===== src/cmd_pkg.sv =====
`default_nettype none

package cmd_pkg;

	localparam int cmda_w = 8;
	localparam int word_w = 64;
	localparam int wait_w = 16;  // wait count, command bits 15:0

	// sequencer entry, cmda on top like the program memory image
	typedef struct packed {
		logic [cmda_w-1:0] cmda;
		logic [word_w-1:0] command;
	} cmd_t;

	// command address map
	localparam logic [cmda_w-1:0] cmda_dac_base  = 8'd0;   // 0..7
	localparam logic [cmda_w-1:0] cmda_mark_base = 8'd16;  // 16..19
	localparam logic [cmda_w-1:0] cmda_wait      = 8'd32;

	localparam int n_mark = 4;

	// default program depth is 2**prog_aw_def entries
	localparam int prog_aw_def = 6;

endpackage

`default_nettype wire


===== src/dsp_pkg.sv =====
`default_nettype none

package dsp_pkg;

	// DAC datapath geometry
	localparam int sample_w = 16;
	localparam int n_slice  = 4;  // time slices per dsp clock
	localparam int n_dac    = 8;

	// one signed DAC sample
	typedef logic signed [sample_w-1:0] sample_t;

	// one channel for one clock, slice k at bits 16k+15:16k
	typedef sample_t [n_slice-1:0] dac_word_t;

endpackage

`default_nettype wire


===== src/cmd_stream_if.sv =====
`default_nettype none

interface cmd_stream_if #(
	parameter type item_t = cmd_pkg::cmd_t
) ();

	logic  valid;
	logic  ready;
	item_t item;

	// transfer on dsp edge with valid & ready
	modport source (
		output valid,
		output item,
		input  ready
	);

	modport sink (
		input  valid,
		input  item,
		output ready
	);

endinterface

`default_nettype wire


===== src/cmd_dispatch.sv =====
`default_nettype none

module cmd_dispatch (
	input  wire                              dsp,
	input  wire                              rst_n,
	input  dsp_pkg::sample_t                 dac_dc [dsp_pkg::n_dac],
	cmd_stream_if.sink                       in,
	output dsp_pkg::dac_word_t               dac_out [dsp_pkg::n_dac],
	output logic [cmd_pkg::n_mark-1:0]       mark,
	output logic                             waiting
);

	localparam int sw = dsp_pkg::sample_w;

	logic                       accept;
	logic [dsp_pkg::n_dac-1:0]  dac_sel;
	logic [cmd_pkg::n_mark-1:0] mark_sel;
	logic                       wait_sel;
	logic [cmd_pkg::wait_w-1:0] wait_cnt;

	// blocked only by a running wait
	assign waiting  = wait_cnt != '0;
	assign in.ready = !waiting;
	assign accept   = in.valid && in.ready;

	// address decode, unknown cmda just gets consumed
	always_comb begin
		for (int c = 0; c < dsp_pkg::n_dac; c++) begin
			dac_sel[c] = accept && (in.item.cmda == cmd_pkg::cmda_dac_base + 8'(c));
		end
		for (int m = 0; m < cmd_pkg::n_mark; m++) begin
			mark_sel[m] = accept && (in.item.cmda == cmd_pkg::cmda_mark_base + 8'(m));
		end
		wait_sel = accept && (in.item.cmda == cmd_pkg::cmda_wait);
	end

	// DAC levels, slice plus DC offset, wraps at 16 bits
	always_ff @(posedge dsp or negedge rst_n) begin
		if (!rst_n) begin
			for (int c = 0; c < dsp_pkg::n_dac; c++) begin
				dac_out[c] <= '0;
			end
		end else begin
			for (int c = 0; c < dsp_pkg::n_dac; c++) begin
				if (dac_sel[c]) begin
					for (int k = 0; k < dsp_pkg::n_slice; k++) begin
						dac_out[c][k] <= in.item.command[k*sw +: sw] + dac_dc[c];
					end
				end
			end
		end
	end

	// marker pins follow command bit 0
	always_ff @(posedge dsp or negedge rst_n) begin
		if (!rst_n) begin
			mark <= '0;
		end else begin
			for (int m = 0; m < cmd_pkg::n_mark; m++) begin
				if (mark_sel[m]) begin
					mark[m] <= in.item.command[0];
				end
			end
		end
	end

	// wait down-counter
	always_ff @(posedge dsp or negedge rst_n) begin
		if (!rst_n) begin
			wait_cnt <= '0;
		end else if (wait_sel) begin
			wait_cnt <= in.item.command[cmd_pkg::wait_w-1:0];
		end else if (waiting) begin
			wait_cnt <= wait_cnt - 1'b1;
		end
	end

endmodule

`default_nettype wire


===== src/flat_wrapper.sv =====
// flat-port wrapper written by rule: the top's interface ports become plain ports
module cmd_dispatch_flat 
  (dsp, rst_n, dac_dc, dac_out, mark, waiting, in_valid, in_item, in_ready);
  cmd_stream_if in_i ();
  input  wire dsp;
  input  wire rst_n;
  input  dsp_pkg::sample_t dac_dc[dsp_pkg::n_dac];
  output dsp_pkg::dac_word_t dac_out[dsp_pkg::n_dac];
  output logic [cmd_pkg::n_mark-1:0] mark;
  output logic waiting;
  input wire logic [$bits(in_i.valid)-1:0] in_valid;
  input wire logic [$bits(in_i.item)-1:0] in_item;
  output wire logic [$bits(in_i.ready)-1:0] in_ready;
  assign in_i.valid = in_valid;
  assign in_i.item = in_item;
  assign in_ready = in_i.ready;
  cmd_dispatch u_core (.dsp(dsp), .rst_n(rst_n), .dac_dc(dac_dc), .in(in_i), .dac_out(dac_out), .mark(mark), .waiting(waiting));
endmodule

===== config.mk =====
export PLATFORM = sky130hd
export DESIGN_NAME = cmd_dispatch_flat
export DESIGN_NICKNAME = d
export VERILOG_FILES = /design/src/cmd_pkg.sv /design/src/dsp_pkg.sv /design/src/cmd_stream_if.sv /design/src/cmd_dispatch.sv /design/src/flat_wrapper.sv
export SDC_FILE = /design/constraint.sdc
export NUM_CORES = 2
export LEC_CHECK = 0
export BUFFER_PORTS_ARGS = -buffer_cell sky130_fd_sc_hd__buf_4
export CELL_PAD_IN_SITES_DETAIL_PLACEMENT = 1
export CELL_PAD_IN_SITES_GLOBAL_PLACEMENT = 1
export CORE_ASPECT_RATIO = 0.75
export CORE_MARGIN = 5
export CORE_UTILIZATION = 47
export DETAILED_ROUTE_END_ITERATION = 6
export GPL_TIMING_DRIVEN = 0
export PLACE_DENSITY_LB_ADDON = 0.05
export SLEW_MARGIN = 10
export SYNTH_ARGS = -nofsm -noshare
export SYNTH_HDL_FRONTEND = slang
export SYNTH_SLANG_ARGS = --single-unit
export TNS_END_PERCENT = 50

===== constraint.sdc =====
create_clock -name dsp -period 4.3 [get_ports dsp]
set_clock_uncertainty 0.2 [all_clocks]
set_input_delay 0.215 -clock dsp [delete_from_list [all_inputs] [get_ports dsp]]
set_output_delay 0.215 -clock dsp [all_outputs]
set_load 0.02 [all_outputs]

==> out/metrics.cfg <==
[placement]
io_buffers = 711
dp_cells = 6283
hpwl_um = 135000
place.gp.congestion = 0.930

[status]
outcome = complete, no violations

[logic_synthesis]
async_flop_share_pct = 100
syn_area_um2 = 39400
synth_area_leaders = dfrtp_1 (34%), ha_1 (15%), o21ai_0 (7.5%), nand2_1 (7.0%), xor2_1 (5.2%)
synth-seq-cells = 532
avgSynthCellArea_um2 = 8.88
ys_top_cells_by_count = nand2_1 (732), o21ai_0 (593), dfrtp_1 (532)
yosysMostFrequentCell = nand2_1
yosysWarnings = 0
ys_seq_area_share_pct = 33.8
ys_types = 72
syn_inst = 4439
ys.flop_type = dfrtp_1
synth_top_area_share_pct = 33.8
synth-edff-count = 0
synth_nets = 5155
yosys.area.top_type = dfrtp_1

[setup_path]
cp-end-kind = flip-flop
rr_startpoint = u_core.wait_cnt[10]
path_class = flip-flop to flip-flop
required_ps = 4660
arrival_ps = 4180
startpoint = u_core.wait_cnt[10]
cp_max_fo = 10
timing.reg2reg.setup_slack_ps = 480
crit_path_start_kind = flip-flop

[timing]
period_needed_ps = 3820
finalHoldViolations = 0
drv_slew = 0
setup_viol = 0
whs_ps = 42.0
worst_pin_slew_ps = 962
max_freq_mhz = 262
rsz0062_at_grt = false
slew_headroom_pct = 35.6
period_share_pct = 88.9

[finish]
n_fill_cell = 9845
num-nets-final = 6101
final_layout_size_suffix_gt1_share_pct = 17.2
fin_cells = 6577
syn2layout_area_growth_pct = 27.6

[cts]
htree_levels = 3
cts_made_buffers = 66
clock_latency_ps = 630
cts_tree = done
root_buffer = clkbuf_16
clk_path_buf_depth = 3
ctsResizeCount = 0
cts_hold_buf = 162
clkSinkCount = 532
post_cts_buffers = 0
path_clk_slew_ps = 60

[global_route]
grt_pass1_wl_um = 268000
first_global_vias = 41643
gr-total-overflow = 0
grt_antenna_before_repair = 31
track_usage_pct = 40.5
grt_start_max_net_pins = 106

[floorplanning]
start_util_pct = 47.2
design.portCount = 721
core_area_um2 = 83600
die_y_um = 261
die_w_um = 344
dieArea_um2 = 89800
row_count = 92

[power_and_ir_drop]
internal_power_w = 0.0104
swShare_pct = 32.7
pwr-share-seq_pct = 32.8
p_leak_nw = 24.3
clockPowerShare_pct = 39.6
ir_worst_vdd_mv = 0.303
combPwrFrac_pct = 27.5
power.switching_w = 0.00505
powerDensity_nw_per_um2 = 307

[min_path]
hold_path.class = primary input to flip-flop
hold_start = dac_dc[91]

[routing]
via_count = 40557
drc = 0
via_per_inst = 6.17
wl_um = 189000
ant_nets = 0
first_pass_iters = 5
drtIter0Drc = 3690
wl_per_cell_um = 28.8

[job]
drv_cap = 0

state kept, by name (all words and copies together) (netlist names):
name             count
u_core.dac_out     512
u_core.mark          4
u_core.wait_cnt     16
layer usage:
layer,vias to the layer above,track usage (%),share of wire (%)
met3,636,11.3,10
met5,-,0,0.021
li1,17919,-,-
met1,20069,49.9,39
met2,1927,61.6,43
met4,6,27.7,8.2
layout make-up:
cell class                      instances  area [um2]  share of cell area [%]
Multi-Input combinational cell       3676       25100                    50.0
Sequential cell                       532       13300                    26.5
Timing Repair Buffer                  878        7100                    14.1
Clock buffer                           94        2020                    4.02
Tap cell                             1128        1410                    2.81
Buffer                                128         589                    1.17
Inverter                              103         387                   0.768
Clock inverter                         22         298                   0.592
Antenna cell                           16        40.0                  0.0796
layout by cell type (no fill, tap or decap), types with 104 or more instances in the layout:
master and instances:
xor2_1 236, a21oi_1 347, a21o_1 117, dlygate4sd3_1 162, dfrtp_1 532, buf_4 710
xnor2_1 230, nor2_1 161, o21ai_0 593, ha_1 481, clkbuf_1 104, nand2_1 732
power groups by stage:
stage / clock network [W] / logic (W) / registers [W]
after detailed placement: 0 / 0.00390 / 0.00516
final: 0.00612 / 0.00425 / 0.00507
after floorplan: 0 / 0.00253 / 0.00516
after global routing: 0.00637 / 0.00456 / 0.00507
after global placement: 0 / 0.00376 / 0.00516
after CTS: 0.00615 / 0.00411 / 0.00507
final timing paths:
path / to / depth (start not counted)
worst min-delay path: u_core.dac_out[379] / 4
min in group asynchronous: u_core.dac_out[209] / 3
worst max register to register: u_core.dac_out[314] / 8
worst max-delay path: u_core.dac_out[314] / 8
worst min register to register: u_core.dac_out[368] / 2
max in group asynchronous: u_core.dac_out[44] / 5
critical path, cell delays in order (launching register included):
cell	delay, ps
dfrtp_1	420
or3_1	430
nand2b_1	270
or4_4	630
nor2_2	540
buf_2	410
nand4_1	160
dlygate4sd3_1	590
nand3_1	90
stage by stage:
step | setup WS (ps) | TNS [ps] | util [%] | cell area [um2] | total power (W)
floorplan | 1550 | 0 | - | 39400 | 0.00769
global placement | -3240 | -1645540 | 55.3 | 46200 | 0.00892
finish | 478 | 0 | 60.2 | 50300 | 0.0154
detailed placement | 849 | 0 | 55.4 | 46300 | 0.00906
CTS | 555 | 0 | 60.2 | 50300 | 0.0153
global route | 235 | 0 | 60.2 | 50300 | 0.0160
cells by family (layout without fill, tap and decap cells):
logic type	count (synthesis)	after routing	share of synthesized area (%)
buffers and inverters	231	1225	2.46
other	0	16	0
DFF	532	532	33.8
adders and majority gates	513	513	16.9
AOI/OAI and AO/OA	1484	1484	22.4
muxes	49	49	1.48
xor gates and xnor gates	466	466	10.4
and+or+nand+nor	1164	1164	12.6
Power figures use the tool's default switching activity.
