--- config.mk ---
export PLATFORM = sky130hd
export DESIGN_NAME = cmd_fifo_flat
export DESIGN_NICKNAME = d
export VERILOG_FILES = /design/src/cmd_pkg.sv /design/src/cmd_stream_if.sv /design/src/cmd_fifo.sv /design/src/flat_wrapper.sv
export SDC_FILE = /design/constraint.sdc
export NUM_CORES = 1
export LEC_CHECK = 0
export BUFFER_PORTS_ARGS = -buffer_cell sky130_fd_sc_hd__buf_2
export CORE_UTILIZATION = 54
export DETAILED_ROUTE_END_ITERATION = 8
export HOLD_SLACK_MARGIN = 0.08
export PLACE_DENSITY = 0.75
export SETUP_SLACK_MARGIN = 0.4
export SLEW_MARGIN = 20
export SYNTH_ARGS = -nofsm -noshare
export SYNTH_HDL_FRONTEND = slang
export SYNTH_SLANG_ARGS = --single-unit
--- constraint.sdc ---
create_clock -name dsp -period 9 [get_ports dsp]
set_clock_uncertainty 0.2 [all_clocks]
set_input_delay 1.8 -clock dsp [delete_from_list [all_inputs] [get_ports dsp]]
set_output_delay 1.8 -clock dsp [all_outputs]
set_load 0.02 [all_outputs]
--- src/cmd_pkg.sv ---
`default_nettype none

package cmd_pkg;

	localparam int cmda_w = 8;
	localparam int word_w = 64;
	localparam int wait_w = 16;  // wait count, command bits 15:0

	// sequencer entry, cmda on top like the program memory image
	typedef struct packed {
		logic [cmda_w-1:0] cmda;
		logic [word_w-1:0] command;
	} cmd_t;

	// command address map
	localparam logic [cmda_w-1:0] cmda_dac_base  = 8'd0;   // 0..7
	localparam logic [cmda_w-1:0] cmda_mark_base = 8'd16;  // 16..19
	localparam logic [cmda_w-1:0] cmda_wait      = 8'd32;

	localparam int n_mark = 4;

	// default program depth is 2**prog_aw_def entries
	localparam int prog_aw_def = 6;

endpackage

`default_nettype wire

--- src/cmd_stream_if.sv ---
`default_nettype none

interface cmd_stream_if #(
	parameter type item_t = cmd_pkg::cmd_t
) ();

	logic  valid;
	logic  ready;
	item_t item;

	// transfer on dsp edge with valid & ready
	modport source (
		output valid,
		output item,
		input  ready
	);

	modport sink (
		input  valid,
		input  item,
		output ready
	);

endinterface

`default_nettype wire

--- src/cmd_fifo.sv ---
`default_nettype none

module cmd_fifo #(
	parameter int  fifo_aw = 3,
	parameter type item_t  = cmd_pkg::cmd_t
) (
	input  wire          dsp,
	input  wire          rst_n,
	cmd_stream_if.sink   in,
	cmd_stream_if.source out,
	output logic         empty
);

	localparam int depth = 2**fifo_aw;

	item_t mem [depth];

	// extra msb tells full from empty
	logic [fifo_aw:0] wr_ptr;
	logic [fifo_aw:0] rd_ptr;

	logic full;
	logic push;
	logic pop;

	assign empty = wr_ptr == rd_ptr;
	assign full  = (wr_ptr ^ rd_ptr) == {1'b1, {fifo_aw{1'b0}}};

	// full still takes a push when the head leaves
	assign in.ready = !full || out.ready;

	assign push = in.valid && in.ready;
	assign pop  = out.valid && out.ready;

	always_ff @(posedge dsp) begin
		if (push) begin
			mem[wr_ptr[fifo_aw-1:0]] <= in.item;
		end
	end

	always_ff @(posedge dsp or negedge rst_n) begin
		if (!rst_n) begin
			wr_ptr <= '0;
			rd_ptr <= '0;
		end else begin
			if (push) begin
				wr_ptr <= wr_ptr + 1'b1;
			end
			if (pop) begin
				rd_ptr <= rd_ptr + 1'b1;
			end
		end
	end

	// head straight out of the storage flops
	assign out.valid = !empty;
	assign out.item  = mem[rd_ptr[fifo_aw-1:0]];

endmodule

`default_nettype wire

--- src/flat_wrapper.sv ---
// flat-port wrapper written by rule: the top's interface ports become plain ports
module cmd_fifo_flat 
#(
	parameter int  fifo_aw = 3,
	parameter type item_t  = cmd_pkg::cmd_t
)
  (dsp, rst_n, empty, in_valid, in_item, in_ready, out_valid, out_item, out_ready);
  cmd_stream_if #(.item_t(item_t)) in_i ();
  cmd_stream_if #(.item_t(item_t)) out_i ();
  input  wire dsp;
  input  wire rst_n;
  output logic empty;
  input wire logic [$bits(in_i.valid)-1:0] in_valid;
  input wire logic [$bits(in_i.item)-1:0] in_item;
  output wire logic [$bits(in_i.ready)-1:0] in_ready;
  output wire logic [$bits(out_i.valid)-1:0] out_valid;
  output wire logic [$bits(out_i.item)-1:0] out_item;
  input wire logic [$bits(out_i.ready)-1:0] out_ready;
  assign in_i.valid = in_valid;
  assign in_i.item = in_item;
  assign in_ready = in_i.ready;
  assign out_valid = out_i.valid;
  assign out_item = out_i.item;
  assign out_i.ready = out_ready;
  cmd_fifo #(.fifo_aw(fifo_aw), .item_t(item_t)) u_core (.dsp(dsp), .rst_n(rst_n), .in(in_i), .out(out_i), .empty(empty));
endmodule
==> impl_metrics.yaml <==
yosys:
  yosysTopAreaCellShare_pct: 78.0
  netlist_instances: 894
  ys.flop_type: "edfxtp_1"
  syn_nets: 972
  async_reset_ff_share_pct: 1.37
  synth_mux_area_share_pct: 18.3
  synth-xor-area-share_pct: 0.395
  seq_area_frac_synth_pct: 78.9
  synth_top_cell_by_area: "edfxtp_1"
  syn_area_per_cell_um2: 24.8
  synth_edf_count: 576
  synth_top_family_by_area: "multiplexers"
  synth-compound-area-share_pct: 0.282
  synth_cell_types: 31
  synth_warnings: 0
  synth_seq_cells: 584
  yosys-top-cells-area: "edfxtp_1 (78%), mux4_2 (15%), mux2_2 (3.7%)"
  synth_area_mm2: 0.0222
  synth_simple_gate_area_share_pct: 0.587
  yosys.area_share.adder_pct: 0.113
worst_setup_path:
  max_stage_delay_ns: 1.01
  cp-endpoint: "out_item[58]"
  r2r_slack_ns: 4.62
  crit_cells: 4
  end_kind: "output pin"
  rr_worst_depth: 7
  start_kind: "register"
  cp_data_required_time_ns: 7.00
  worstSetupPathType: "reg2out"
  critPathBufInv: 2
  reg2reg_from: "u_core.rd_ptr[1]"
  cp.arrival_ns: 3.48
  path_max_fanout: 106
  crit_path_start: "u_core.rd_ptr[0]"
  critPathSlowestCell: "dfrtp_4"
  crit_family: "flip-flops"
  r2r-end: "u_core.mem[6][36]"
  crit_chain: "buf_12, mux4_2, mux2_2, buf_2"
grt:
  antenna_found_initial: 5
  grt_pass1_wl_um: 60800
  grt_overflow_total: 0
  grt_max_degree: 107
  grt_usage_pct: 20.1
  grt_pass1_vias: 10200
clock_network:
  cts_buffers: 56
  clk_pin_slew_ns: 0.06
  htreeDepth: 2
  cts.sinks: 584
  cts_hold_buf: 0
  cts_root_buf: "clkbuf_16"
  clockBufferDepth: 3
  cts_resized: 0
  tritoncts: "yes"
  cts_setup_buffers: 0
  clk_latency_ns: 0.59
die:
  initial_core_util_pct: 55.3
  die_area_mm2: 0.0419
  ios: 151
  coreArea_mm2: 0.0401
  die_h_um: 205
  fp.dieW_um: 205
  rows: 73
final_layout:
  design_area_mm2: 0.0252
  multi_input_area_mm2: 0.00444
  drive_gt1_share_pct: 41.9
  layout.area.seq_mm2: 0.0175
  fillCellCount: 2669
  area_growth_pct: 13.7
  nNetsFinal: 1156
min_path:
  min_path_type: "reg2reg"
detailed_routing:
  drtIter0Drc: 646
  route.detailed.drc: 0
  via_per_inst: 5.85
  antenna_left: 0
  vias: 9638
  drt-total-wl_um: 41000
  wl_per_cell_um: 24.9
  drt_pre_antenna_iters: 5
timing:
  fmax_mhz: 182
  rsz0062_at_grt: "false"
  relSlewSlack_pct: 35.6
  finalHoldViolations: 0
  finalMaxSlewViolations: 0
  tightestPinTransition_ns: 0.967
  setup_tns_ns: 0
  setup_viol: 0
  period_needed_ns: 5.48
  timing.final.crit_share_pct: 60.9
place:
  gp_congestion: 0.716
  dpl_cell_area_mm2: 0.0235
  hpwl_um: 21200
  io_buffers: 150
run_status:
  status: "complete, no violations"
power_and_ir_drop:
  vdd_ir_drop_max_mv: 0.176
  power_density_mw_per_mm2: 333
  power_leakage_nw: 8.16
  total_power_w: 0.00840
job:
  max_cap_violations: 0
==> registers in the layout (all words and copies together) (netlist names) <==
signal	cells
u_core.mem	576
u_core.wr_ptr	4
u_core.rd_ptr	4
==> report_power, final <==
group | internal, W | total, W | leakage (nW) | switching (W)
combinational | 0.00118 | 0.00257 | 2.03 | 0.00138
clock | 0.00123 | 0.00215 | 0.814 | 0.000924
sequential | 0.00343 | 0.00368 | 5.32 | 0.000250
==> logic make-up (layout without fill, tap and decap cells) <==
kind of cell | count (synthesis) | after routing
simple gates | 24 | 24
other cells | 0 | 4
buf+inv | 47 | 271
compound gates | 10 | 10
mux | 217 | 217
fa+ha+maj | 2 | 2
flops | 584 | 584
xor+xnor | 10 | 10
==> layout make-up <==
cell class                      count  share of cell area (%)
Antenna cell                        4                  0.0397
Clock buffer                       78                    6.05
Clock inverter                     20                   0.600
Inverter                            3                  0.0447
Multi-Input combinational cell    263                    17.6
Sequential cell                   584                    69.4
Tap cell                          525                    2.60
Timing Repair Buffer              170                    3.62
==> metal layers <==
metal / track usage (%) / share of wire [%]
met5: 0 / 0.056
met4: 7.38 / 2.4
met3: 3.23 / 5.6
met2: 33.9 / 51
met1: 26.4 / 41
==> layout by cell type, fill, tap and decap left out, types with 2 or more instances in the layout <==
| cell type | n |
|---|---|
| edfxtp_1 | 576 |
| nor2_4 | 2 |
| inv_1 | 3 |
| nand2_1 | 4 |
| clkinv_2 | 6 |
| nand4_1 | 2 |
| dfrtp_4 | 3 |
| ha_1 | 2 |
| buf_4 | 19 |
| xnor2_1 | 9 |
| diode_2 | 4 |
| o211ai_1 | 2 |
| clkbuf_1 | 19 |
| clkbuf_8 | 2 |
| mux2_2 | 73 |
| clkbuf_16 | 57 |
| dfrtp_1 | 5 |
| o21ai_0 | 3 |
| nor2_1 | 2 |
| mux4_2 | 144 |
| nand2b_1 | 2 |
| nor3_2 | 3 |
| clkinv_1 | 10 |
| buf_2 | 150 |
| bufinv_16 | 2 |
==> worst min-delay path by stage <==
stage	startpoint	to	slack, ns	cells past startpoint
5_1_grt	u_core.wr_ptr[3]	u_core.wr_ptr[3]	0.42	2
4_1_cts	u_core.rd_ptr[3]	u_core.rd_ptr[3]	0.41	2
2_1_floorplan	u_core.rd_ptr[3]	u_core.rd_ptr[3]	0.35	2
3_3_place_gp	u_core.rd_ptr[3]	u_core.rd_ptr[3]	0.37	2
3_5_place_dp	u_core.rd_ptr[3]	u_core.rd_ptr[3]	0.40	2
6_report	u_core.rd_ptr[3]	u_core.rd_ptr[3]	0.41	2
==> worst register-to-register path, stage by stage (launching register included) <==
cell	delay (ns)
dfrtp_4	0.95
buf_4	0.65
xnor2_1	0.19
nand3_1	0.25
o21ai_0	0.33
nor3_2	0.19
buf_4	0.45
buf_4	0.76
==> metrics by stage <==
| stage | util [%] | cells | hold WS [ns] | setup slack (ns) |
|---|---|---|---|---|
| after floorplan | - | 894 | 0.345 | 1.07 |
| after global placement | 58.7 | 1545 | 0.368 | 4.03 |
| after detailed placement | 58.7 | 1545 | 0.399 | 3.98 |
| after CTS | 62.9 | 1643 | 0.413 | 3.34 |
| after global routing | 62.9 | 1645 | 0.424 | 3.20 |
| final | 62.9 | 1647 | 0.411 | 3.52 |
==> Yosys cell counts (all sizes together) (2+ instances only) <==
| library cell | n |
|---|---|
| edfxtp | 576 |
| mux4 | 144 |
| mux2 | 73 |
| buf | 37 |
| xnor2 | 9 |
| dfrtp | 8 |
| clkbuf | 7 |
| nand2 | 4 |
| nor2 | 4 |
| nor3 | 4 |
| o21ai | 4 |
| inv | 3 |
| ha | 2 |
| nand2b | 2 |
| nand4 | 2 |
| nor4 | 2 |
| o211ai | 2 |
Power figures use the tool's default switching activity.
